==> src/include/bbc_mem_config.svh <==
`ifndef BBC_MEM_CONFIG_SVH
`define BBC_MEM_CONFIG_SVH

// store geometry, 256K bytes
`define BBC_STORE_AW 18

// region offsets inside the store
`define BBC_RAM_BASE 18'h00000
`define BBC_MOS_BASE 18'h0c000
`define BBC_SW_BASE  18'h20000

// sideways banks that accept writes
`define BBC_SWRAM_FIRST 3'd4
`define BBC_SWRAM_LAST  3'd7

`define BBC_UNMAPPED_BYTE 8'hff

// timing
`define BBC_INIT_CYCLES 16
`define BBC_INIT_CW     5
`define BBC_WAIT_CW     2
`define BBC_CPU_WAIT    3 // cycles in st_cpu_wait after the first
`define BBC_VID_WAIT    2 // same for st_vid_wait

`endif

==> src/hw/bbc_mem_pkg.sv <==
package bbc_mem_pkg;

   // where a cpu access lands
   typedef enum logic [2:0] {
      region_ram    = 3'd0,
      region_mos    = 3'd1,
      region_sw_rom = 3'd2,
      region_sw_ram = 3'd3,
      region_io     = 3'd4,
      region_none   = 3'd5
   } region_e;

   typedef enum logic [2:0] {
      st_init      = 3'd0,
      st_idle      = 3'd1,
      st_cpu       = 3'd2,
      st_cpu_wait  = 3'd3,
      st_vid       = 3'd4,
      st_vid_wait  = 3'd5,
      st_load      = 3'd6,
      st_load_done = 3'd7
   } seq_state_e;

endpackage

==> src/hw/read_capture.sv <==
`timescale 1ns/1ps
`include "bbc_mem_config.svh"

module read_capture (
   input  logic                       clk_32m,
   input  logic                       rst_n,
   input  logic                       rd_take,
   input  bbc_mem_pkg::region_e       rd_region,
   input  bbc_mem_pkg::seq_state_e    state,
   input  logic [7:0]                 st_rdata,
   output logic [7:0]                 mem_di,
   output logic [7:0]                 vid_data
);

   logic       unmapped;
   logic [7:0] rd_byte;

   // io has no backing in the store
   assign unmapped = (rd_region == bbc_mem_pkg::region_io) ||
                     (rd_region == bbc_mem_pkg::region_none);
   assign rd_byte  = unmapped ? `BBC_UNMAPPED_BYTE : st_rdata;

   always_ff @(posedge clk_32m or negedge rst_n) begin
      if (!rst_n) begin
         mem_di   <= `BBC_UNMAPPED_BYTE;
         vid_data <= 8'h00;
      end else if (rd_take) begin
         if (state == bbc_mem_pkg::st_cpu_wait)
            mem_di <= rd_byte;   // held until the next cpu read
         else if (state == bbc_mem_pkg::st_vid_wait)
            vid_data <= rd_byte;
      end
   end

endmodule

==> config.mk <==
export PLATFORM = sky130hd
export DESIGN_NAME = read_capture
export DESIGN_NICKNAME = d
export VERILOG_FILES = /design/src/hw/bbc_mem_pkg.sv /design/src/hw/read_capture.sv
export VERILOG_INCLUDE_DIRS = /design/src /design/src/include
export SDC_FILE = /design/constraint.sdc
export NUM_CORES = 1
export LEC_CHECK = 0
export BUFFER_PORTS_ARGS = -buffer_cell sky130_fd_sc_hd__buf_2
export CAP_MARGIN = 25
export CELL_PAD_IN_SITES_DETAIL_PLACEMENT = 1
export CELL_PAD_IN_SITES_GLOBAL_PLACEMENT = 1
export CORE_ASPECT_RATIO = 1.5
export CORE_MARGIN = 4
export CORE_UTILIZATION = 25
export DETAILED_ROUTE_END_ITERATION = 10
export HOLD_SLACK_MARGIN = 0.05
export PLACE_DENSITY = 0.61
export SLEW_MARGIN = 30
export SYNTH_ARGS = -nofsm -noshare
export SYNTH_HDL_FRONTEND = slang
export SYNTH_SLANG_ARGS = --single-unit
==> constraint.sdc <==
create_clock -name clk_32m -period 0.9 [get_ports clk_32m]
set_input_delay 0.045 -clock clk_32m [delete_from_list [all_inputs] [get_ports clk_32m]]
set_output_delay 0.045 -clock clk_32m [all_outputs]
set_load 0.1 [all_outputs]
==> metrics.md <==
| Metric | Value |
|---|---|
| Final number of setup-violating endpoints | 16 |
| Sw Pwr | 1.70 mW |
| Yosys reg bits | 16 |
| LEAKAGE | 0.569 nW |
| First-pass GRT wire length | 3.17 mm |
| Fillers | 273 |
| Critical path endpoint | mem_di[0] |
| Synth-to-Final Area Change | 88.8% |
| CTS Sinks | 16 |
| Slew HR | 0.631 |
| Worst R2R Path Depth | 3 |
| Sequential share of power | 0.315 |
| CP startpoint kind | register |
| Commonest cells after routing, fill and taps aside | buf_12 (16), nand2_1 (15), buf_2 (15) |
| Max-cap violation count | 0 |
| Die Wd | 50.4 um |
| Failing checks | negative setup slack |
| Crit Reg-Reg Endpoint | mem_di[2] |
| Yosys warns | 0 |
| Crit-path slowest cell | dfstp_4 |
| Max Freq | 873 MHz |
| Worst-path clk slew | 100 ps |
| Comb power frac | 0.555 |
| GP Congestion | 0.669 |
| Cells after DPL | 126 |
| Total number of H-tree levels | 1 |
| # diodes | 0 |
| Most common cell after layout, fill and taps aside | buf_12 |
| Worst skew pair latency | 280 ps |
| Syn_area_per_cell | 10.9 sq um |
| Crit path time final | 1140 ps |
| Worst Tran Pin Value | 552 ps |
| Pwr/cell area | 2870 nW/um^2 |
| Vias after detailed routing | 587 |
| Peak supply drop | 1.17 mV |
| Placeable Area | 2500 sq um |
| Reg2Reg Setup Slack | 0 ps |
| Gr usage total | 0.118 |
| Crit. Startpoint | mem_di[0] |
| IO buf count | 31 |
| CTS Buf Count | 3 |
| Cell variety after synth | 11 |
| CP delay by family, top | flip-flops |
| Slowest cell delay on critical path | 640 ps |
| Status | finished with violations |
| Final hold violations | 0 |
| Share of cells above drive strength 1 | 0.583 |
| Register area share after synthesis | 0.610 |
| Antenna-violating nets left | 0 |
| Routed WL per cell | 12.7 um |
| Clk_skew | 0 ps |
| Post-Route WL | 1.77 mm |
| Origin of the critical flop-to-flop path | mem_di[2] |
| Die ar. | 3600 sq um |
| CP required | 850 ps |
| Clock Power Share | 0.130 |
| Initial antenna violation count | 0 |
| Placement Cell Area | 1130 sq um |
| Internal cell power | 1.94 mW |
| Global route overflow | 0 |
| Worst Hold Class | input pin to register |
| Critical Path, Cell by Cell | buf_12 |
| Residual DRC | 0 |
| Switching share of power | 0.467 |
| CP Class | register to output port |
| Final Cell Area | 1270 sq um |
| Crit end category | output port |
| Initial drt markers | 2 |
| Final WS setup | -245 ps |
| Clock Tree Buf Depth | 2 |
| CTS tree | yes |
| Vias per cell | 4.22 |
| # IOs | 33 |
| CTS root buf | clkbuf_4 |
| TritonRoute pass-1 iters | 2 |
| Unrepaired setup endpoints after global routing | true |
| Layout Nets | 121 |
| Max FO, Critical Path | 2 |
| Crit path DAT | 1100 ps |
| Post-synthesis cell count | 62 |
| Worst path buffer plus inverter count | 1 |
| Site Rows | 22 |
| Period utilization | 1.27 |
| Hpwl dp | 1.34 mm |
| Pin count of the biggest net entering global routing | 17 |
| Vias in the first global route | 645 |
| Post-synthesis cell area | 673 sq um |
| Max Slew Vio Count | 0 |
| Worst path depth | 1 |
| Initial Util | 0.269 |
| Worst hold slack | 54.8 ps |
| Syn nets | 79 |
| Chip Height | 71.6 um |
| Fin cells | 139 |
cell type report:
cell class,instances,area [sq um],area share
repair buffers,40,487,0.383
multi-input cells,43,250,0.197
clock buffers,4,36.3,0.0285
flip-flops and latches,16,453,0.356
well taps,36,45.0,0.0354
registers in the layout, summed over array words and instances (netlist names):
name and cells:
mem_di 8, vid_data 8
power by group through the flow:
stage | registers [mW] | logic, mW | clock network (mW)
2_1_floorplan | 2.19 | 0.157 | 0
3_3_place_gp | 1.16 | 1.95 | 0
3_5_place_dp | 1.17 | 1.98 | 0
4_1_cts | 1.16 | 2.02 | 0.496
5_1_grt | 1.18 | 2.09 | 0.540
6_report | 1.15 | 2.02 | 0.474
how the worst min path moves through the flow:
stage                      startpoint     endpoint  slack (ps)  cells past startpoint
final                     st_rdata[0]  vid_data[0]          50                      3
after global routing      st_rdata[0]  vid_data[0]          90                      3
after CTS                 st_rdata[0]  vid_data[0]          50                      3
after detailed placement        rst_n  vid_data[3]         -10                      1
after global placement          rst_n  vid_data[3]         -30                      1
after floorplan                 rst_n  vid_data[0]        -250                      0
synth_stat cells:
library cell  count  area [sq um]
buf_6             2          22.5
o21ai_1           3          15.0
o21ai_0          10          50.1
buf_2             1          5.00
nand4b_4          2          47.6
dfstp_2           8           210
nand2_1          16          60.1
nor2_1            8          30.0
o21ai_2           3          26.3
nor2b_1           1          6.26
dfrtp_1           8           200
cell families after synthesis:
| group | count (synthesis) | share of synthesized area |
|---|---|---|
| and+or+nand+nor | 27 | 0.214 |
| DFF | 16 | 0.610 |
| AOI/OAI and AO/OA | 16 | 0.136 |
| buffers and inverters | 3 | 0.0409 |
metrics by stage:
step | setup slack [ps] | setup TNS [ps] | utilization | total power [mW]
6_report | -245 | -2260 | 0.507 | 3.65
5_1_grt | -288 | -2970 | 0.507 | 3.80
4_1_cts | -266 | -2500 | 0.502 | 3.68
3_5_place_dp | -159 | -1860 | 0.452 | 3.15
3_3_place_gp | -103 | -1170 | 0.452 | 3.12
2_1_floorplan | -83.9 | -664 | - | 2.35
per-layer routing:
layer | part of all wire | vias up | GRT usage
met5 | 0 | - | 0
met2 | 0.56 | 23 | 0.205
met1 | 0.36 | 275 | 0.131
met4 | 0.020 | 0 | 0.0719
met3 | 0.057 | 2 | 0.0229
li1 | - | 287 | -
what timing repair did:
action,in CTS,in global routing
buffers inserted,1,0
setup endpoints to repair,16,19
hold buffers,8,0
pin swaps,0,0
gates resized for setup,1,3
endpoints found under the hold margin,26,0
No activity file was read; power rests on OpenSTA's default activity.
