[config.mk]
export PLATFORM = sky130hd
export DESIGN_NAME = mem_sequencer
export DESIGN_NICKNAME = d
export VERILOG_FILES = /design/src/hw/bbc_mem_pkg.sv /design/src/hw/mem_sequencer.sv
export VERILOG_INCLUDE_DIRS = /design/src /design/src/include
export SDC_FILE = /design/constraint.sdc
export NUM_CORES = 1
export LEC_CHECK = 0
export BUFFER_PORTS_ARGS = -buffer_cell sky130_fd_sc_hd__buf_2
export CORE_AREA = 3 3 99 54
export CTS_CLUSTER_DIAMETER = 100
export DETAILED_ROUTE_END_ITERATION = 10
export DIE_AREA = 0 0 102 57
export PLACE_DENSITY = 0.94
export SYNTH_ARGS = -nofsm -noshare
export SYNTH_HDL_FRONTEND = slang
export SYNTH_SLANG_ARGS = --single-unit
export TNS_END_PERCENT = 5
[constraint.sdc]
create_clock -name clk_32m -period 7.2 [get_ports clk_32m]
set_input_delay 0 -clock clk_32m [delete_from_list [all_inputs] [get_ports clk_32m]]
set_output_delay 0 -clock clk_32m [all_outputs]
set_load 0.03 [all_outputs]
[src/include/bbc_mem_config.svh]
`ifndef BBC_MEM_CONFIG_SVH
`define BBC_MEM_CONFIG_SVH

// store geometry, 256K bytes
`define BBC_STORE_AW 18

// region offsets inside the store
`define BBC_RAM_BASE 18'h00000
`define BBC_MOS_BASE 18'h0c000
`define BBC_SW_BASE  18'h20000

// sideways banks that accept writes
`define BBC_SWRAM_FIRST 3'd4
`define BBC_SWRAM_LAST  3'd7

`define BBC_UNMAPPED_BYTE 8'hff

// timing
`define BBC_INIT_CYCLES 16
`define BBC_INIT_CW     5
`define BBC_WAIT_CW     2
`define BBC_CPU_WAIT    3 // cycles in st_cpu_wait after the first
`define BBC_VID_WAIT    2 // same for st_vid_wait

`endif

[src/hw/bbc_mem_pkg.sv]
package bbc_mem_pkg;

   // where a cpu access lands
   typedef enum logic [2:0] {
      region_ram    = 3'd0,
      region_mos    = 3'd1,
      region_sw_rom = 3'd2,
      region_sw_ram = 3'd3,
      region_io     = 3'd4,
      region_none   = 3'd5
   } region_e;

   typedef enum logic [2:0] {
      st_init      = 3'd0,
      st_idle      = 3'd1,
      st_cpu       = 3'd2,
      st_cpu_wait  = 3'd3,
      st_vid       = 3'd4,
      st_vid_wait  = 3'd5,
      st_load      = 3'd6,
      st_load_done = 3'd7
   } seq_state_e;

endpackage

[src/hw/mem_sequencer.sv]
`timescale 1ns/1ps
`include "bbc_mem_config.svh"

module mem_sequencer (
   input  logic                       clk_32m,
   input  logic                       rst_n,
   input  logic                       mem_sync,
   input  logic                       mem_we,
   input  logic [7:0]                 mem_do,
   input  logic [14:0]                vid_adr,
   input  bbc_mem_pkg::region_e       region,
   input  logic [`BBC_STORE_AW-1:0]   store_adr,
   input  logic                       wr_allow,
   input  logic                       load_active,
   input  logic                       wr_pend,
   input  logic [`BBC_STORE_AW-1:0]   load_adr,
   input  logic [7:0]                 load_byte,
   input  logic                       pll_ready,
   input  logic                       user_reset,
   output logic [`BBC_STORE_AW-1:0]   st_adr,
   output logic                       st_we,
   output logic [7:0]                 st_wdata,
   output logic                       wr_done,
   output bbc_mem_pkg::seq_state_e    state,
   output logic                       rd_take,
   output bbc_mem_pkg::region_e       rd_region,
   output logic                       mem_ready,
   output logic                       core_reset
);

   logic [`BBC_INIT_CW-1:0] init_cnt;
   logic [`BBC_WAIT_CW-1:0] wait_cnt;
   logic                    cpu_we_q; // latched direction of the cpu access
   logic                    reset_in;

   assign reset_in = !pll_ready || !mem_ready || user_reset || load_active;

   // writes leave mem_di alone
   assign rd_take = (wait_cnt == '0) &&
                    (((state == bbc_mem_pkg::st_cpu_wait) && !cpu_we_q) ||
                     (state == bbc_mem_pkg::st_vid_wait));

   // store ready after a fixed count
   always_ff @(posedge clk_32m or negedge rst_n) begin
      if (!rst_n) begin
         init_cnt  <= '0;
         mem_ready <= 1'b0;
      end else if (!mem_ready) begin
         init_cnt  <= init_cnt + 1'b1;
         mem_ready <= (init_cnt == `BBC_INIT_CW'(`BBC_INIT_CYCLES - 1));
      end
   end

   // core reset follows the cpu bus cycle and a load forces it at once
   always_ff @(posedge clk_32m or negedge rst_n) begin
      if (!rst_n)
         core_reset <= 1'b1;
      else if (load_active)
         core_reset <= 1'b1;
      else if (mem_sync)
         core_reset <= reset_in;
   end

   always_ff @(posedge clk_32m or negedge rst_n) begin
      if (!rst_n) begin
         state    <= bbc_mem_pkg::st_init;
         st_we    <= 1'b0;
         wr_done  <= 1'b0;
         wait_cnt <= '0;
         cpu_we_q <= 1'b0;
      end else begin
         st_we   <= 1'b0; // single cycle strobes
         wr_done <= 1'b0;
         case (state)
            bbc_mem_pkg::st_init: begin
               if (mem_ready)
                  state <= bbc_mem_pkg::st_idle;
            end
            bbc_mem_pkg::st_idle: begin
               if (load_active) begin // strobes ignored during a load
                  if (wr_pend) begin
                     st_we <= 1'b1;
                     state <= bbc_mem_pkg::st_load;
                  end
               end else if (mem_sync) begin
                  st_we    <= mem_we && wr_allow;
                  cpu_we_q <= mem_we;
                  state    <= bbc_mem_pkg::st_cpu;
               end
            end
            bbc_mem_pkg::st_cpu: begin
               wait_cnt <= `BBC_WAIT_CW'(`BBC_CPU_WAIT);
               state    <= bbc_mem_pkg::st_cpu_wait;
            end
            bbc_mem_pkg::st_cpu_wait: begin
               if (wait_cnt == '0)
                  state <= bbc_mem_pkg::st_vid;
               else
                  wait_cnt <= wait_cnt - 1'b1;
            end
            bbc_mem_pkg::st_vid: begin
               wait_cnt <= `BBC_WAIT_CW'(`BBC_VID_WAIT);
               state    <= bbc_mem_pkg::st_vid_wait;
            end
            bbc_mem_pkg::st_vid_wait: begin
               if (wait_cnt == '0)
                  state <= bbc_mem_pkg::st_idle;
               else
                  wait_cnt <= wait_cnt - 1'b1;
            end
            bbc_mem_pkg::st_load: begin
               wr_done <= 1'b1; // byte is in the store now
               state   <= bbc_mem_pkg::st_load_done;
            end
            default: state <= bbc_mem_pkg::st_idle; // st_load_done
         endcase
      end
   end

   // store address and data plus the region for the capture side
   always_ff @(posedge clk_32m) begin
      if (state == bbc_mem_pkg::st_idle) begin
         if (load_active) begin
            st_adr   <= load_adr;
            st_wdata <= load_byte;
         end else if (mem_sync) begin
            st_adr    <= store_adr;
            st_wdata  <= mem_do;
            rd_region <= region;
         end
      end else if ((state == bbc_mem_pkg::st_cpu_wait) && (wait_cnt == '0)) begin
         st_adr    <= `BBC_RAM_BASE + {3'b000, vid_adr}; // video fetch next
         rd_region <= bbc_mem_pkg::region_ram;
      end
   end

   // the core must space its strobes past a full cpu + video slot
   a_sync_spacing: assert property (@(posedge clk_32m) disable iff (!rst_n)
      mem_sync |-> !(state inside {bbc_mem_pkg::st_cpu, bbc_mem_pkg::st_cpu_wait,
                                   bbc_mem_pkg::st_vid, bbc_mem_pkg::st_vid_wait}));

   // a cpu write may only land in ram or sideways ram
   a_we_allowed: assert property (@(posedge clk_32m) disable iff (!rst_n)
      st_we |-> (state == bbc_mem_pkg::st_load) ||
                ((state == bbc_mem_pkg::st_cpu) &&
                 (rd_region inside {bbc_mem_pkg::region_ram,
                                    bbc_mem_pkg::region_sw_ram})));

endmodule

==> impl_metrics.ini <==
[floorplan]
coreArea_um2 = 4420
die_y_um = 57
dieArea_um2 = 5810
ios = 116
rows = 17
initial_core_util_pct = 48.7
die_x_um = 102

[critical_path]
reg2reg_from = state[1]$_DFFE_PN0P_
worstPathMaxFanout = 34
cp_cell_sequence = nor3b_4, nand2_1, mux2_1
path_delay_family = simple AND/OR/NAND/NOR gates
rrSetupSlack_ns = 4.96
r2r-end = cpu_we_q$_DFFE_PN0P_
critical_path_required_ns = 7.38
cp_data_arrival_time_ns = 2.43
crit_slowest_cell = nor3b_4
ff2ff_path_depth = 3
cp_num_buf_inv = 0
cpPeakStageDelay_ns = 1.03
cp.depth = 3
worstSetupPathType = reg2reg
cp-end-kind = flop
worstSetupStartpointType = flop

[synthesis]
synthCells = 181
muxShareOfSynthArea_pct = 15.0
synth_top_family_by_area = multiplexers
synth-seq-area-share_pct = 57.9
synthAdderAreaFrac_pct = 1.74
synth_compound_area_share_pct = 8.24
synth.top_cell.area_share_pct = 40.4
synth_edf_count = 29
syn_area_um2 = 2160
ys.warnings.count = 0
synth_top_area_cell = edfxtp_1
ys_ff_latch = 44
yosys.area_share.simple_pct = 12.0
synthXorXnorAreaFrac_pct = 1.63
synth_ff_type = edfxtp_1
synth_area_leaders = edfxtp_1 (40%), dfrtp_1 (16%), mux2i_1 (9.8%), mux2_1 (4.7%), nor2_1 (4.4%)
ys_types = 35
syn-num-nets = 263
synth_area_per_cell_um2 = 11.9
async_flop_share_pct = 34.1

[clock_tree]
cts_hold_buf = 15
clk_pin_slew_worst_paths_ns = 0.09
cts_tree = yes
cts_sinks = 44
clk_latency_ns = 0.30
cts-buffers-inserted = 5
postCtsSetupBuffers = 0
cts_max_level = 2
clockBufferDepth = 2
cts_resized = 0
cts-root-buf = clkbuf_8

[sta]
rsz0062_at_grt = no
setup_tns_ns = 0
maxSlewViolCount = 0
final.period_utilization_pct = 31.1
max_freq_mhz = 446
fin_skew_ns = 0.00955
tightest_slew_ns = 1.17
slew-limit-headroom_pct = 22.0
final.setup.worst_slack_ns = 4.96
finalHoldViolCount = 0
fin_crit_ns = 2.24
finalSetupViolations = 0

[global_routing]
track_usage_pct = 20.0
grt_pass1_vias = 2008
grt_overflow_total = 0
grt_pass1_wl_mm = 9.21
grt_antenna_before_repair = 0
grt_max_degree = 35

[routing]
postRouteWirelength_mm = 5.89
vias = 1870
drt_iter0_drc = 72
wl_per_cell_um = 16.2
drcViolationCount = 0
dr.pass1.iters = 4
ant_nets = 0
via_per_inst = 5.14

[min_path]
hold_depth = 2
hold_path.class = in2reg
hold-path-endpoint = st_wdata[0]$_DFFE_PP_
worstHoldStart = load_byte[0]

[cells_and_area]
diodes = 0
fin_nets = 388
mostFrequentLayoutCell = buf_2
design_area_um2 = 3000
final_cell_mix = buf_2 (115), edfxtp_1 (29), nor2_1 (25)
drive_gt1_share_pct = 41.7
final_cells = 364
syn_to_final_growth_pct = 39.3

[outcome]
outcome = completed

[flow_run]
cap_viol_max_count = 0

[pwr]
peakVddDrop_v = 0.000131
leakage_nw = 1.41
power_density_nw_per_um2 = 352

[placed_design]
routabilityCongestion = 0.746
place_ws_ns = 4.97
port_buffers = 115
dp.cells = 341
placed_area_um2 = 2760
hpwl_mm = 4.20
worst reg2reg max path: stages, from the launching register on:
cell and delay, ns:
dfrtp_1 0.58, nor3b_4 1.03, nand2_1 0.16, mux2_1 0.36
state kept, by name, indices dropped and copies added, names as in the netlist, 2 cells and up:
| name | flops |
|---|---|
| st_adr | 18 |
| rd_region | 3 |
| wait_cnt | 2 |
| init_cnt | 5 |
| st_wdata | 8 |
| state | 3 |
through the flow:
step | power, mW | hold slack [ns] | util [%]
2_1_floorplan | 0.752 | -0.296 | -
3_3_place_gp | 0.863 | -0.0879 | 62.4
3_5_place_dp | 0.891 | -0.0756 | 62.4
4_1_cts | 1.06 | 0.00137 | 67.9
5_1_grt | 1.12 | 0.00124 | 67.9
6_report | 1.06 | 0.00283 | 67.9
synth_stat cells (2+ instances only):
master,count
clkbuf_1,3
mux2i_1,21
nand2_1,5
and2_1,3
ha_1,3
a21o_1,2
nand4b_1,2
xnor2_1,4
mux2_1,9
edfxtp_1,29
nor2_1,25
nand2b_1,4
dfrtp_1,14
nor3_1,3
a21oi_1,17
nor2b_1,5
inv_1,3
buf_2,10
o21ai_0,3
final cells by class:
cell class                      count  area, µm²
Inverter                            4       15.0
Clock buffer                        7       86.3
Timing Repair Buffer              131        733
Tap cell                           57       71.3
Multi-Input combinational cell    120        843
Clock inverter                      1       7.51
Fill cell                         309       1420
Sequential cell                    44       1250
where the power goes:
part	internal (mW)	switching [mW]
Clock	0.0781	0.0862
Sequential	0.378	0.0502
Combinational	0.151	0.315
Total	0.608	0.451
how the worst max path moves through the flow:
stage,start,slack [ns],end
after floorplan,state[1]$_DFFE_PN0P_,4.61,st_adr[0]$_DFFE_PP_
after global placement,state[1]$_DFFE_PN0P_,5.12,cpu_we_q$_DFFE_PN0P_
after detailed placement,state[0]$_DFFE_PN0P_,4.97,cpu_we_q$_DFFE_PN0P_
after CTS,state[1]$_DFFE_PN0P_,4.95,cpu_we_q$_DFFE_PN0P_
after global routing,state[0]$_DFFE_PN0P_,4.72,cpu_we_q$_DFFE_PN0P_
final,state[1]$_DFFE_PN0P_,4.96,cpu_we_q$_DFFE_PN0P_
metal layers:
layer / vias to the layer above / track usage, % / part of all wire (%)
met5: - / 0 / 0
met4: 0 / 5.79 / 1.5
met3: 10 / 3.91 / 4.8
met2: 54 / 39.4 / 57
met1: 913 / 21.6 / 36
li1: 893 / - / -
cell families after synthesis:
kind of cell               count (synthesis)
and+or+nand+nor                           52
DFF                                       44
muxes                                     31
AOI/OAI and AO/OA                         30
buffers and inverters                     17
xor gates and xnor gates                   4
adders and majority gates                  3
Note: power is estimated with default switching activity, not from simulation.
