**src/include/bbc_mem_config.svh**
```systemverilog
`ifndef BBC_MEM_CONFIG_SVH
`define BBC_MEM_CONFIG_SVH

// store geometry, 256K bytes
`define BBC_STORE_AW 18

// region offsets inside the store
`define BBC_RAM_BASE 18'h00000
`define BBC_MOS_BASE 18'h0c000
`define BBC_SW_BASE  18'h20000

// sideways banks that accept writes
`define BBC_SWRAM_FIRST 3'd4
`define BBC_SWRAM_LAST  3'd7

`define BBC_UNMAPPED_BYTE 8'hff

// timing
`define BBC_INIT_CYCLES 16
`define BBC_INIT_CW     5
`define BBC_WAIT_CW     2
`define BBC_CPU_WAIT    3 // cycles in st_cpu_wait after the first
`define BBC_VID_WAIT    2 // same for st_vid_wait

`endif

```
**src/hw/load_port.sv**
```systemverilog
`timescale 1ns/1ps
`include "bbc_mem_config.svh"

module load_port (
   input  logic                       clk_32m,
   input  logic                       rst_n,
   input  logic                       load_active,
   input  logic [`BBC_STORE_AW-1:0]   load_base,
   input  logic                       load_req,
   input  logic [7:0]                 load_data,
   output logic                       load_ack,
   output logic                       wr_pend,
   output logic [`BBC_STORE_AW-1:0]   load_adr,
   output logic [7:0]                 load_byte,
   input  logic                       wr_done
);

   logic active_q;
   logic new_req;

   // req only counts once the previous ack has gone
   assign new_req = load_active && load_req && !load_ack && !wr_pend;

   always_ff @(posedge clk_32m or negedge rst_n) begin
      if (!rst_n) begin
         active_q <= 1'b0;
         wr_pend  <= 1'b0;
         load_ack <= 1'b0;
      end else begin
         active_q <= load_active;
         if (wr_done) begin
            wr_pend  <= 1'b0;
            load_ack <= 1'b1;
         end else if (new_req) begin
            wr_pend <= 1'b1;
         end else if (load_ack && !load_req) begin
            load_ack <= 1'b0; // host has seen it
         end
      end
   end

   always_ff @(posedge clk_32m) begin
      if (load_active && !active_q)
         load_adr <= load_base; // start of a new image
      else if (wr_done)
         load_adr <= load_adr + 1'b1;
      if (new_req)
         load_byte <= load_data;
   end

   // host keeps req up until the byte is acknowledged
   a_req_held: assert property (@(posedge clk_32m) disable iff (!rst_n)
      (wr_pend && !load_ack) |-> load_req);

endmodule

```
**config.mk**
```make
export PLATFORM = sky130hd
export DESIGN_NAME = load_port
export DESIGN_NICKNAME = d
export VERILOG_FILES = /design/src/hw/load_port.sv
export VERILOG_INCLUDE_DIRS = /design/src /design/src/include
export SDC_FILE = /design/constraint.sdc
export NUM_CORES = 1
export LEC_CHECK = 0
export BUFFER_PORTS_ARGS = -buffer_cell sky130_fd_sc_hd__buf_2
export CORE_UTILIZATION = 40
export DETAILED_ROUTE_END_ITERATION = 16
export PLACE_DENSITY = 0.68
export SLEW_MARGIN = 25
export SYNTH_ARGS = -nofsm -noshare
export SYNTH_HDL_FRONTEND = slang
export SYNTH_SLANG_ARGS = --single-unit
```
**constraint.sdc**
```tcl
create_clock -name clk_32m -period 2.3 [get_ports clk_32m]
set_input_delay 0.46 -clock clk_32m [delete_from_list [all_inputs] [get_ports clk_32m]]
set_output_delay 0.46 -clock clk_32m [all_outputs]
set_load 0.02 [all_outputs]
```
==> results of run 1 <==
-- cells by family (layout without fill, tap and decap cells) --
kind of cell	Yosys count	in the layout	synth area share (%)
DFF	29	29	60.11
xor gates and xnor gates	14	14	8.612
and+or+nand+nor	50	50	19.68
AOI/OAI and AO/OA	19	19	7.382
buffers and inverters	7	71	1.845
muxes	2	2	1.494
adders and majority gates	1	1	0.8786
-- sequential cells by signal, indices dropped and copies added, names as in the netlist --
| signal | count |
|---|---|
| active_q | 1 |
| load_ack | 1 |
| load_adr | 18 |
| load_byte | 8 |
| wr_pend | 1 |
-- layout make-up --
type	instances	share of cell area, %
flip-flops and latches	29	46.79
multi-input cells	86	29.75
repair buffers	61	17.24
well taps	46	3.146
clock buffers	6	2.257
inverters	3	0.6156
clock inverters	1	0.2052
-- routing by layer --
layer  vias up  global-route usage (%)
met5         -                       0
met2        26                   25.50
li1        575                       -
met4         0                   6.667
met3         5                   6.303
met1       518                   20.99
-- worst max-delay path, delay by kind of cell, from the launching register on --
kind / cells / cell delay, ps
flops: 1 / 420
fa+ha+maj: 1 / 290
simple gates: 2 / 580
xor+xnor: 1 / 160
compound gates: 1 / 80
-- final timing paths --
| check | startpoint | cells after the start | to |
|---|---|---|---|
| worst max-delay path | load_adr[0] | 5 | load_adr[16] |
| worst min-delay path | load_active | 1 | active_q |
| worst max register to register | load_adr[0] | 5 | load_adr[16] |
| max in group asynchronous | rst_n | 2 | load_ack |
| worst min register to register | load_ack | 1 | load_ack |
| min in group asynchronous | rst_n | 2 | wr_pend |
-- layout by cell type, fill, tap and decap left out, drive strengths merged, types with 3 or more instances in the layout --
cell	netlist	layout
nand2	18	18
dfrtp	3	3
nor2	4	4
clkbuf	4	6
inv	3	3
o21ai	15	15
nand3	6	6
nand4	5	5
xor2	3	3
edfxtp	26	26
nor4	3	3
buf	0	60
nor3	6	6
xnor2	11	11
-- power by group --
| group | leakage [uW] | internal [uW] | switching (uW) |
|---|---|---|---|
| clock network | 0.0000258 | 111 | 162 |
| logic | 0.000411 | 105 | 145 |
| registers | 0.000290 | 640 | 63.7 |
-- per-stage QoR --
stage / setup WS [ps] / utilization (%)
after global placement: 596.3 / 52.75
after CTS: 499.2 / 54.39
final: 514.1 / 54.39
after global routing: 366.9 / 54.39
after floorplan: 534.9 / -
after detailed placement: 500.4 / 52.75
==> impl_metrics.py, run 1 <==
metrics = {
    "power": {
        "vdd_drop_max_v": 0.0003014,
        "power_uw": 1226,
        "p_leak_uw": 0.0007259,
        "power.density_nw_per_um2": 670.2,
    },
    "timing": {
        "worstMarginPinSlew_ps": 442.1,
        "skew_ps": 6.942,
        "period_share_pct": 77.65,
        "rsz0062_at_grt": "no",
        "min_period_ps": 1786,
        "setup_violations": 0,
        "finalSetupTns_ps": 0,
        "maxSlewHeadroom_pct": 70.53,
        "clock.fmax_mhz": 559.9,
        "slew_violations": 0,
        "final-hold-violation-count": 0,
        "hold_slack_ps": 268.7,
    },
    "yosys": {
        "ys_top_cells_by_count": "edfxtp_1 (26), nand2_1 (18), o21ai_0 (15), xnor2_1 (11)",
        "async_reset_ff_share_pct": 10.34,
        "synth-edff-count": 26,
        "ys_seq_area_share_pct": 60.11,
        "ys_warn_count": 0,
        "netlist_top_cells_area": "edfxtp_1 (55%), xnor2_1 (6.8%), dfrtp_1 (5.3%)",
        "yosysTopAreaCell": "edfxtp_1",
        "syn_area_um2": 1424,
        "synth.most_common_cell": "edfxtp_1",
        "synth_nets": 154,
        "yosys.area.top_type_share_pct": 54.83,
        "ys_types": 29,
        "syn_avg_cell_area_um2": 11.67,
        "ys_seq_elements": 29,
        "synth_flop_cell": "edfxtp_1",
        "synth_cells": 122,
    },
    "layout": {
        "fin_area_um2": 1829,
        "multi_input_area_um2": 544.3,
        "area_delta_synth_final_pct": 28.47,
        "nNetsFinal": 218,
        "layout-drive-gt1-share_pct": 39.25,
        "fill_cells": 335,
        "final-instance-count-excl-fill": 232,
        "num_antenna_cells": 0,
        "regArea_um2": 855.8,
    },
    "worst_hold_path": {
        "hold_class": "in -> reg",
    },
    "placement": {
        "placed_area_um2": 1774,
        "portBuffers": 58,
        "gp_congestion": 0.7062,
        "dp_hpwl_um": 2139,
        "place_inst": 224,
    },
    "floorplanning": {
        "start_util_pct": 42.34,
        "coreArea_um2": 3363,
        "die_w_um": 61.66,
        "die_y_um": 61.66,
        "ios": 59,
        "std_cell_rows": 21,
        "dieArea_um2": 3802,
    },
    "detailed_routing": {
        "route.detailed.drc": 0,
        "postRouteAntennaNets": 0,
        "wl_met2_um": 1363,
        "m1WireLength_um": 1341,
        "met3WireLength_um": 132,
        "routed-via-count": 1124,
        "drtIter0Drc": 35,
        "drt-pass1-iter-count": 4,
        "wl_per_cell_um": 12.42,
        "wirelength_um": 2882,
        "routed.top_layer": "met4",
        "via_per_inst": 4.845,
    },
    "critical_path": {
        "end_kind": "register",
        "cpPeakStageDelay_ps": 420,
        "crit_fanout": 5,
        "cp_slowest_cell": "edfxtp_1",
        "critPathKind": "reg -> reg",
        "cp.required_ps": 2370,
        "cp_data_arrival_time_ps": 1850,
        "start_kind": "register",
        "r2r_slack_ps": 510,
        "path_cells": "ha_1 -> nand3_1 -> nor4_1 -> xnor2_1 -> o21ai_0",
    },
    "cts": {
        "post_cts_resized": 0,
        "cts_tree": "built",
        "clock_path_buffers": 2,
        "cts_sinks": 29,
        "holdBufCountCts": 1,
        "clkLatencyLatePin_ps": 320,
        "htreeDepth": 2,
        "cts_setup_buffers": 0,
        "numCtsBuffers": 5,
        "root_buffer": "clkbuf_4",
        "cts.reportedPaths.clkPinSlew_ps": 90,
    },
    "global_routing": {
        "grt_max_degree": 37,
        "grt_pass1_vias": 980,
        "overflow": 0,
        "grt_pass1_wl_um": 4388,
        "grt_usage_pct": 16.55,
        "antenna_found_initial": 0,
    },
    "job": {
        "max-cap-violations": 0,
    },
    "run_status": {
        "status": "finished, final reports clean",
    },
}
(Power assumes the default switching activity.)
==> inputs of run 2 (changes only) <==
- PLACE_DENSITY: 0.68 -> 0.71
- clock period: 2.3 -> 1.5 ns (I/O delays scaled with it)
==> impl_metrics.py, run 2 (synthesized netlist as in run 1, its figures left out) <==
metrics = {
    "critical_path": {
        "crit_fanout": 4,
        "reg2reg_to": "load_adr[15]",
        "start_kind": "register",
        "crit_end": "load_adr[15]",
        "r2r_slack_ps": -30,
        "timing.rr.start": "load_adr[4]",
        "reg2reg_depth": 4,
        "critPathKind": "reg -> reg",
        "end_kind": "register",
        "cp_data_arrival_time_ps": 1610,
        "startpoint": "load_adr[4]",
        "cp.required_ps": 1590,
    },
    "layout": {
        "final_cell_mix": "buf_2 (57), edfxtp_1 (26), buf_4 (21), nand2_1 (18), o21ai_0 (12)",
        "reg_top3": "load_adr (18), load_byte (8)",
        "layout-drive-gt1-share_pct": 52.15,
        "nNetsFinal": 240,
        "top_register": "load_adr",
        "area_delta_synth_final_pct": 48.59,
        "layout_commonest_cell": "buf_2",
        "num_antenna_cells": 0,
        "regArea_um2": 855.8,
        "multi_input_area_um2": 629.4,
        "largest_reg_flops": 18,
        "fill_cells": 294,
    },
    "floorplanning": {
        "die_y_um": 61.66,
        "start_util_pct": 42.34,
        "dieArea_um2": 3802,
        "ios": 59,
        "std_cell_rows": 21,
        "coreArea_um2": 3363,
        "die_w_um": 61.66,
    },
    "placement": {
        "portBuffers": 58,
        "gp_congestion": 0.7935,
        "post-place-ws_ps": -119.2,
        "dp_hpwl_um": 2569,
    },
    "power": {
        "power.density_nw_per_um2": 973.1,
        "p_leak_uw": 0.0008794,
        "vdd_drop_max_v": 0.0005150,
    },
    "timing": {
        "worst_slack_ps": -26.85,
        "period_share_pct": 101.8,
        "finalSetupTns_ps": -50.69,
        "setup_violations": 4,
        "worstMarginPinSlew_ps": 305.4,
        "clock.fmax_mhz": 654.9,
        "min_period_ps": 1527,
        "maxSlewHeadroom_pct": 79.48,
        "slew_violations": 0,
        "rsz0062_at_grt": "yes",
        "final-hold-violation-count": 0,
        "skew_ps": 3.233,
    },
    "cts": {
        "cts_tree": "built",
        "htreeDepth": 2,
        "cts.reportedPaths.clkPinSlew_ps": 90,
        "root_buffer": "clkbuf_4",
        "numCtsBuffers": 5,
        "clkLatencyLatePin_ps": 320,
        "clock_path_buffers": 2,
        "cts_sinks": 29,
    },
    "global_routing": {
        "overflow": 0,
        "grt_pass1_wl_um": 5175,
        "grt_max_degree": 21,
        "grt_pass1_vias": 1184,
        "grt_usage_pct": 19.40,
        "antenna_found_initial": 0,
    },
    "detailed_routing": {
        "postRouteAntennaNets": 0,
        "drtIter0Drc": 56,
        "drt-pass1-iter-count": 4,
        "wl_per_cell_um": 13.58,
        "routed-via-count": 1270,
        "via_per_inst": 4.980,
        "route.detailed.drc": 0,
        "wirelength_um": 3462,
    },
    "worst_hold_path": {
        "hold_depth": 1,
        "worstHoldStart": "load_active",
        "hold_class": "in -> reg",
    },
    "run_status": {
        "violations": "setup timing",
        "status": "complete, but fails checks",
    },
    "job": {
        "max-cap-violations": 0,
    },
}
[run 2: cell types whose count changed in the layout (fill, tap and decap cells not counted), sizes merged]
cell    previous run  this run
buf               60        82
clkinv             1         2
[run 2: metrics by stage]
step | std cells | power, uW | util [%] | hold slack (ps) | area, um2
final | 255 | 2059 | 62.91 | 105.1 | 2116
after CTS | 253 | 2037 | 60.68 | 89.50 | 2041
after global placement | 244 | 1558 | 57.81 | 93.55 | 1944
after detailed placement | 244 | 1583 | 57.81 | 98.24 | 1944
after floorplan | 122 | 1325 | - | 4.409 | 1431
after global routing | 255 | 2163 | 62.91 | 89.00 | 2116
[run 2: routing by layer]
layer	track usage, %	share of wire [%]
met2	30.11	52
met3	5.882	4.6
met4	11.11	2.0
met5	0	0
met1	24.02	42
[run 2: worst max-delay path, cell delays in order (launching register included)]
cell and delay, ps:
edfxtp_1 410, nand4_4 150, nor4_4 360, a31oi_1 130, o31a_1 240
[run 2: worst min-delay path by stage]
stage                    end
finish              active_q
global route        active_q
CTS                 active_q
detailed placement  active_q
global placement     wr_pend
floorplan           active_q
[run 2: final cells by class]
type                            instances  area share (%)
Inverter                                3          0.5322
Clock buffer                            6           1.952
Sequential cell                        29           40.45
Multi-Input combinational cell         86           29.75
Clock inverter                          2          0.4731
Tap cell                               46           2.720
Timing Repair Buffer                   83           24.13
[run 2: repair_timing]
action / CTS / global route
endpoints found under the setup margin: 4 / 12
hold buffers: 1 / 0
resized for setup: 6 / 15
cloned: 0 / 0
endpoints found under the hold margin: 3 / 0
setup buffers: 0 / 2
pin swaps: 5 / 4
[run 2: power by group]
part	switching (uW)	leakage, uW	total (uW)	internal (uW)
combinational	306	0.000558	569	263
clock	263	0.0000320	441	178
sequential	69.5	0.000290	1050	979
total	638	0.000879	2060	1420
