$ cat src/include/bbc_mem_config.svh
`ifndef BBC_MEM_CONFIG_SVH
`define BBC_MEM_CONFIG_SVH

// store geometry, 256K bytes
`define BBC_STORE_AW 18

// region offsets inside the store
`define BBC_RAM_BASE 18'h00000
`define BBC_MOS_BASE 18'h0c000
`define BBC_SW_BASE  18'h20000

// sideways banks that accept writes
`define BBC_SWRAM_FIRST 3'd4
`define BBC_SWRAM_LAST  3'd7

`define BBC_UNMAPPED_BYTE 8'hff

// timing
`define BBC_INIT_CYCLES 16
`define BBC_INIT_CW     5
`define BBC_WAIT_CW     2
`define BBC_CPU_WAIT    3 // cycles in st_cpu_wait after the first
`define BBC_VID_WAIT    2 // same for st_vid_wait

`endif

$ cat src/hw/bbc_mem_pkg.sv
package bbc_mem_pkg;

   // where a cpu access lands
   typedef enum logic [2:0] {
      region_ram    = 3'd0,
      region_mos    = 3'd1,
      region_sw_rom = 3'd2,
      region_sw_ram = 3'd3,
      region_io     = 3'd4,
      region_none   = 3'd5
   } region_e;

   typedef enum logic [2:0] {
      st_init      = 3'd0,
      st_idle      = 3'd1,
      st_cpu       = 3'd2,
      st_cpu_wait  = 3'd3,
      st_vid       = 3'd4,
      st_vid_wait  = 3'd5,
      st_load      = 3'd6,
      st_load_done = 3'd7
   } seq_state_e;

endpackage

$ cat src/hw/addr_map.sv
`timescale 1ns/1ps
`include "bbc_mem_config.svh"

module addr_map (
   input  logic [15:0]                mem_adr,
   input  logic [3:0]                 mem_romsel,
   output bbc_mem_pkg::region_e       region,
   output logic [`BBC_STORE_AW-1:0]   store_adr,
   output logic                       wr_allow
);

   logic [2:0] bank; // only banks 0..7 exist
   logic       is_io;

   assign bank  = mem_romsel[2:0];
   assign is_io = (mem_adr[15:8] == 8'hfc) || (mem_adr[15:8] == 8'hfd) ||
                  (mem_adr[15:8] == 8'hfe);

   always_comb begin
      region    = bbc_mem_pkg::region_none;
      store_adr = '0;
      if (!mem_adr[15]) begin // 0000-7fff
         region    = bbc_mem_pkg::region_ram;
         store_adr = `BBC_RAM_BASE + {3'b000, mem_adr[14:0]};
      end else if (mem_adr[15:14] == 2'b10) begin
         // sideways window, select 8..15 left unmapped
         if (!mem_romsel[3]) begin
            store_adr = `BBC_SW_BASE + {1'b0, bank, mem_adr[13:0]};
            if (bank >= `BBC_SWRAM_FIRST && bank <= `BBC_SWRAM_LAST)
               region = bbc_mem_pkg::region_sw_ram;
            else
               region = bbc_mem_pkg::region_sw_rom;
         end
      end else if (is_io) begin
         region = bbc_mem_pkg::region_io; // fred, jim, sheila
      end else begin
         region    = bbc_mem_pkg::region_mos;
         store_adr = `BBC_MOS_BASE + {4'b0000, mem_adr[13:0]};
      end
   end

   assign wr_allow = (region == bbc_mem_pkg::region_ram) ||
                     (region == bbc_mem_pkg::region_sw_ram);

endmodule

$ cat config.mk
export PLATFORM = sky130hd
export DESIGN_NAME = addr_map
export DESIGN_NICKNAME = d
export VERILOG_FILES = /design/src/hw/bbc_mem_pkg.sv /design/src/hw/addr_map.sv
export VERILOG_INCLUDE_DIRS = /design/src /design/src/include
export SDC_FILE = /design/constraint.sdc
export NUM_CORES = 1
export LEC_CHECK = 0
export ABC_AREA = 1
export BUFFER_PORTS_ARGS = -buffer_cell sky130_fd_sc_hd__buf_4
export CORE_AREA = 4 4 41 43
export DETAILED_ROUTE_END_ITERATION = 8
export DIE_AREA = 0 0 45 47
export GPL_ROUTABILITY_DRIVEN = 0
export PLACE_DENSITY = 0.71
export SLEW_MARGIN = 20
export SYNTH_ARGS = -nofsm -noshare
export SYNTH_HDL_FRONTEND = slang
export SYNTH_SLANG_ARGS = --single-unit
$ cat constraint.sdc
create_clock -name vclk -period 2.19
set_clock_uncertainty 0.1 [all_clocks]
set_input_delay 0.5475 -clock vclk [all_inputs]
set_output_delay 0.5475 -clock vclk [all_outputs]
set_load 0.01 [all_outputs]
==> summary.md, run 1 <==
| Metric | Value |
|---|---|
| CTS resizes | 0 |
| Max Slew Vio Count | 0 |
| Worst setup path class | input port to output pin |
| Maxcap violations | 0 |
| Hold Path Class | input port to output pin |
| # nets final | 116 |
| RSZ-0062 raised after global routing | no |
| P per Cell Area | 211 nW/µm² |
| Number of fill cells | 153 |
| DR pass1 iterations | 1 |
| Fmax | 486 MHz |
| Multi-input gate area | 234 µm² |
| CP max FO | 15 |
| Antenna cells | 0 |
| Detailed Route Iter0 Violations | 0 |
| Crit-path slowest cell | nand2_4 |
| Residual DRC count | 0 |
| Cell row count | 13 |
| Tcrit/Tclk final | 0.939 |
| Gate Count Post-Synth | 55 |
| Clock buffer count | 0 |
| Initial antenna violation count | 0 |
| Register area share after synthesis | 0 |
| GRT overflow | 0 |
| Yosys warns | 0 |
| First-pass GRT wire length | 1600 µm |
| Mapped Nets | 75 |
| Slew @ Worst Pin | 212 ps |
| Share of the synthesized area in the top cell type | 0.255 |
| Post-synth cell types | 16 |
| Hold Violations, Final | 0 |
| Post-route ant nets | 0 |
| Setup TNS | 0 ps |
| Slew margin rel. | 0.858 |
| Total GRT Usage | 0.0968 |
| CP Capture Type | output pin |
| Vias in the first global route | 396 |
| Seq. cell area | 0 µm² |
| Pin count of the biggest net entering global routing | 17 |
| IR drop worst, VDD | 0.0000842 V |
| Hpwl dp | 956 µm |
| Routed vias | 462 |
| Synthesized area per cell | 6.23 µm² |
| # IOs | 42 |
| Layout area overhead | 86.1% |
| Post-CTS Setup Repair Bufs | 0 |
| Synthesized area | 343 µm² |
| Die Area | 2120 µm² |
| Status | finished clean |
| Core area | 1300 µm² |
| Layout cells sized above 1 | 0.628 |
| Critical Path Source Type | input port |
| CP peak stage delay | 190 ps |
| Sequential cells | 0 |
| CTS Hold Bufs | 0 |
| Final wirelength | 1080 µm |
| Power consumption | 0.135 mW |
| Cell Chain, Critical Path | buf_4 > nand2_2 > nor2_2 > nand2_2 > nand2_4 > a21oi_1 > buf_4 |
| Minimum clock period | 2060 ps |
| Most area-consuming cells after synthesis | a21oi_2, inv_1, a21oi_1, nand2_4, buf_12 |
| Leak pwr | 0.389 nW |
| Worst EP required | 1540 ps |
| DR vias/cell | 4.24 |
| WL/cell | 9.86 µm |
| Setup violators final | 0 |
| Starting density of the core | 0.263 |
| Port bufs | 42 |
| Critical path arrival | 1410 ps |
| Dominant cell type by area after synthesis | a21oi_2 |
| Die Span Y | 47 µm |
| Chip width | 45 µm |
[cells by family after synthesis]
group           synth area share
buf+inv                    0.318
compound gates             0.394
simple gates               0.288
[worst paths after layout]
kind / from / endpoint / slack, ps / cells after the start
max: mem_adr[15] / store_adr[1] / 130 / 7
min: mem_adr[3] / store_adr[3] / 1300 / 4
[synth_stat cells (all sizes together)]
library cell / n
inv: 18
nand2: 9
a21oi: 17
o21ai: 1
a22oi: 1
nor2: 5
buf: 3
nand3b: 1
[critical path, delay by kind of cell]
| kind | cells | cell delay [ps] |
|---|---|---|
| and+or+nand+nor | 4 | 470 |
| buffers and inverters | 2 | 280 |
| AOI/OAI and AO/OA | 1 | 100 |
[through the flow]
step	instances	util	instance area, µm²	setup WS, ps	hold slack (ps)
floorplan	55	-	343	323	1030
global placement	109	0.490	638	130	1300
detailed placement	109	0.490	638	127	1300
CTS	109	0.490	638	121	1300
global route	109	0.490	638	30.3	1310
finish	109	0.490	638	134	1300
[final cells by class]
class | instances | area share
Timing Repair Buffer | 42 | 0.494
Multi-Input combinational cell | 34 | 0.367
Inverter | 18 | 0.110
Tap cell | 15 | 0.0294
[layer usage]
metal,track usage,share of wire,vias to the layer above
met4,0,0,0
li1,-,-,245
met3,0.0268,0.13,0
met1,0.115,0.37,194
met5,0,0,-
met2,0.184,0.50,23
[power by group]
part | internal [mW] | switching, mW | total (mW)
clock | 0 | 0 | 0
sequential | 0 | 0 | 0
combinational | 0.0712 | 0.0633 | 0.135
[cell usage in the layout, fill, tap and decap left out]
cell / instances
a21oi_1: 7
a21oi_2: 10
a22oi_1: 1
buf_4: 42
inv_1: 17
inv_4: 1
nand2_1: 5
nand2_2: 2
nand2_4: 2
nand3b_1: 1
nor2_1: 3
nor2_2: 1
nor2_8: 1
o21ai_0: 1
Power figures use the tool's default switching activity.
==> run 2, diff against run 1 <==
- ABC_AREA: 1 -> default
- PLACE_DENSITY: 0.71 -> 0.61
- RECOVER_POWER: default -> 100
==> summary.md, run 2 <==
| Metric | Value |
|---|---|
| Max Slew Vio Count | 0 |
| Setup TNS | 0 ps |
| Die Area | 2120 µm² |
| Fmax | 470 MHz |
| Layout Cells excl Fill | 94 |
| Pint | 0.0657 mW |
| Hold Path Class | input port to output pin |
| Antenna cells | 0 |
| Hold path cells | 3 |
| Hpwl dp | 922 µm |
| Detailed Route Iter0 Violations | 1 |
| Leak pwr | 0.286 nW |
| # nets final | 101 |
| Status | finished clean |
| DR pass1 iterations | 2 |
| Cell row count | 13 |
| # IOs | 42 |
| List of most frequent post-synthesis cells | and2_1, o311a_1, inv_1, nor3b_1 |
| Most common cell after layout, fill and taps aside | buf_4 |
| Placed cells | 93 |
| Clock network power share | 0 |
| Post-route cell area | 557 µm² |
| Share of the synthesized area in the top cell type | 0.402 |
| Sequential power share | 0 |
| Worst EP required | 1540 ps |
| IR drop worst, VDD | 0.0000882 V |
| Tcrit/Tclk final | 0.972 |
| Die Span Y | 47 µm |
| Minimum clock period | 2130 ps |
| Slew margin rel. | 0.808 |
| Cell with the most instances after synthesis | and2_1 |
| Sw frac | 0.417 |
| Worst Hold End | store_adr[4] |
| Routed vias | 414 |
| Crit path from | mem_adr[9] |
| P per Cell Area | 202 nW/µm² |
| Layout area overhead | 156% |
| Critical path arrival | 1480 ps |
| First-pass GRT wire length | 1550 µm |
| Worst setup path class | input port to output pin |
| Residual DRC count | 0 |
| Chip width | 45 µm |
| Vias in the first global route | 384 |
| Maxcap violations | 0 |
| CP Capture Type | output pin |
| Yosys warns | 0 |
| Seq. cell area | 0 µm² |
| CP max FO | 7 |
| Critical Path Source Type | input port |
| CTS Hold Bufs | 0 |
| Post-placement cell area | 577 µm² |
| Psw | 0.0470 mW |
| Core area | 1300 µm² |
| Layout cells sized above 1 | 0.532 |
| Number of fill cells | 143 |
| GRT overflow | 0 |
| Initial antenna violation count | 0 |
| DR vias/cell | 4.40 |
| Pin count of the biggest net entering global routing | 14 |
| Post-CTS Setup Repair Bufs | 0 |
| Mapped Nets | 53 |
| Synthesized area | 218 µm² |
| Register area share after synthesis | 0 |
| Most area-consuming cells after synthesis | and2_1, o311a_1, nor3b_1, nand4_2, o31a_1 |
| Commonest non-fill, non-tap cells in the layout | buf_4, and2_1, clkbuf_1, o311a_1 |
| Post-route ant nets | 0 |
| Combinational Power Share | 1.000 |
| Slew @ Worst Pin | 285 ps |
| Synthesized area per cell | 6.60 µm² |
| Final wirelength | 1060 µm |
| Port bufs | 42 |
| Hold Violations, Final | 0 |
| Setup violators final | 0 |
| Total GRT Usage | 0.0921 |
| Post-synth cell types | 16 |
| Clock buffer count | 0 |
| Sequential cells | 0 |
| WL/cell | 11.3 µm |
| Starting density of the core | 0.167 |
| Gate Count Post-Synth | 33 |
| Hold path start | mem_adr[4] |
| Dominant cell type by area after synthesis | and2_1 |
==> run 2: changes by cell type in the layout (fill, tap and decap cells not counted), sizes merged, moves of 3 or more <==
cell,previous run,this run
inv,18,2
clkbuf,0,10
buf,42,37
nor2,5,1
o311a,0,3
a21oi,17,1
nand2,9,1
and2,0,14
==> run 2: kinds of logic after synthesis <==
logic type / after synthesis / synth area share
buffers and inverters: 4 / 0.0920
AOI/OAI and AO/OA: 6 / 0.230
and+or+nand+nor: 23 / 0.678
==> run 2: area by class of cell <==
cell class                 count  area [µm²]  share of cell area
timing repair buffer          47         322               0.578
multi-input combinational     30         209               0.375
tap                           15        18.8              0.0337
inverter                       2        7.51              0.0135
==> run 2: stage by stage <==
| step | worst slack (ps) | power (mW) | hold slack (ps) | util |
|---|---|---|---|---|
| after floorplan | 166 | 0.0413 | 1060 | - |
| after global placement | -12.9 | 0.118 | 1280 | 0.443 |
| after detailed placement | -35.2 | 0.119 | 1280 | 0.443 |
| after CTS | 3.59 | 0.119 | 1280 | 0.443 |
| after global routing | -8.84 | 0.122 | 1320 | 0.428 |
| final | 60.3 | 0.113 | 1290 | 0.428 |
==> run 2: what timing repair did <==
action,in CTS,in global routing
resized for setup,0,1
pin swaps,1,8
cloned,0,1
setup endpoints to repair,12,12
==> run 2: how the worst max path moves through the flow <==
stage | end | cells after the start
5_1_grt | store_adr[15] | 6
4_1_cts | store_adr[3] | 5
3_5_place_dp | store_adr[3] | 5
3_3_place_gp | store_adr[5] | 5
6_report | store_adr[3] | 5
2_1_floorplan | wr_allow | 3
==> run 2: per-layer routing <==
metal | vias up | routed length (µm) | share of wire | global-route usage
li1 | 213 | - | - | -
met1 | 177 | 402 | 0.38 | 0.121
met2 | 24 | 514 | 0.48 | 0.169
met3 | 0 | 143 | 0.13 | 0.0115
met4 | 0 | 0 | 0 | 0
met5 | - | 0 | 0 | 0
==> run 2: critical path: stages <==
cell	delay (ps)
buf_4	120
and2_4	160
o31a_1	350
and2_1	160
buf_4	140
==> run 2: power groups by stage <==
stage	logic (mW)	registers [mW]	clock network (mW)
after CTS	0.119	0	0
after floorplan	0.0413	0	0
final	0.113	0	0
after global placement	0.118	0	0
after detailed placement	0.119	0	0
after global routing	0.122	0	0
==> run 3, diff against run 2 <==
- RECOVER_POWER: 100 -> 50
==> summary.md, run 3 (synthesis results as in run 2) <==
| Metric | Value |
|---|---|
| WL/cell | 11.3 µm |
| Final wirelength | 1060 µm |
| Hold Violations, Final | 0 |
| Initial antenna violation count | 0 |
| Residual DRC count | 0 |
| Number of fill cells | 135 |
| Fmax | 470 MHz |
| Leak pwr | 0.300 nW |
| Layout area overhead | 163% |
| Crit path top cell by count | buf_4 |
| Max Slew Vio Count | 0 |
| # IOs | 42 |
| Worst EP required | 1540 ps |
| Status | finished clean |
| Sequential cells | 0 |
| DR vias/cell | 4.41 |
| Vias in the first global route | 384 |
| Setup violators final | 0 |
| CTS Hold Bufs | 0 |
| Clock buffer count | 0 |
| Maxcap violations | 0 |
| Cell row count | 13 |
| Post-route ant nets | 0 |
| Hpwl dp | 922 µm |
| Final Util | 0.440 |
| Post-route cell area | 573 µm² |
| Layout cells sized above 1 | 0.570 |
| Cell Chain, Critical Path | buf_4 > and2_4 > o31a_1 > and2_1 > buf_4 |
| Critical path arrival | 1480 ps |
| Chip width | 45 µm |
| Most common cell after layout, fill and taps aside | buf_4 |
| Core area | 1300 µm² |
| First-pass GRT wire length | 1550 µm |
| Commonest non-fill, non-tap cells in the layout | buf_4, and2_1, clkbuf_1, o311a_1 |
| Minimum clock period | 2130 ps |
| Die Span Y | 47 µm |
| CP Capture Type | output pin |
| Detailed Route Iter0 Violations | 1 |
| Worst setup path class | input port to output pin |
| Seq. cell area | 0 µm² |
| CP peak stage delay | 350 ps |
| DR pass1 iterations | 3 |
| Pin count of the biggest net entering global routing | 14 |
| Post-CTS Setup Repair Bufs | 0 |
| Crit path from | mem_adr[9] |
| Slew margin rel. | 0.808 |
| Critical Path Source Type | input port |
| Worst setup path end | store_adr[3] |
| Total GRT Usage | 0.0921 |
| GRT overflow | 0 |
| Routed vias | 415 |
| P per Cell Area | 205 nW/µm² |
| Port bufs | 42 |
| Hold Path Class | input port to output pin |
| Post-placement cell area | 577 µm² |
| Die Area | 2120 µm² |
| CP max FO | 7 |
| Crit-path slowest cell | o31a_1 |
| Slew @ Worst Pin | 285 ps |
| Starting density of the core | 0.167 |
| Tcrit/Tclk final | 0.972 |
| # nets final | 101 |
| IR drop worst, VDD | 0.0000941 V |
| Antenna cells | 0 |
run 3: cell types whose count changed in the layout (fill, tap and decap cells not counted), sizes merged:
cell and delta:
buf +6, clkbuf -6
run 3: report_power, final:
part	total (mW)	switching (mW)	internal, mW
Sequential	0	0	0
Combinational	0.117	0.0471	0.0704
Clock	0	0	0
Total	0.117	0.0471	0.0704
run 3: metal layers:
layer  part of all wire  track usage  vias up
met5                  0            0        -
met4                  0            0        0
met3               0.14       0.0115        0
met2               0.49        0.169       24
met1               0.37        0.121      178
li1                   -            -      213
run 3: through the flow:
step           power [mW]  instances  hold slack [ps]  setup WS [ps]  TNS (ps)
4_1_cts             0.119         93             1280           3.59         0
3_5_place_dp        0.119         93             1280          -35.2      -290
2_1_floorplan      0.0413         33             1060            166         0
5_1_grt             0.127         94             1290          -8.84     -8.91
3_3_place_gp        0.118         93             1280          -12.9      -123
6_report            0.117         94             1280           61.8         0
run 3: worst min path at each step:
stage,depth (start not counted),endpoint,from
final,3,store_adr[2],mem_adr[2]
after global routing,3,store_adr[2],mem_adr[2]
after CTS,3,store_adr[2],mem_adr[2]
after detailed placement,3,store_adr[2],mem_adr[2]
after global placement,3,store_adr[2],mem_adr[2]
after floorplan,1,region[1],mem_romsel[3]
run 3: area by class of cell:
cell class | instances | area (µm²) | share of cell area
repair buffers | 47 | 338 | 0.590
well taps | 15 | 18.8 | 0.0328
multi-input cells | 30 | 209 | 0.365
inverters | 2 | 7.51 | 0.0131
run 3: worst max-delay path, delay by kind of cell:
kind	cells	cell delay, ps
AOI/OAI and AO/OA	1	350
buffers and inverters	2	260
and+or+nand+nor	2	320
run 3: repair_timing:
| action | CTS | global route |
|---|---|---|
| endpoints found under the hold margin | 0 | 0 |
| cloned | 0 | 1 |
| pin swaps | 1 | 8 |
| resized for setup | 0 | 1 |
| setup endpoints to repair | 12 | 12 |
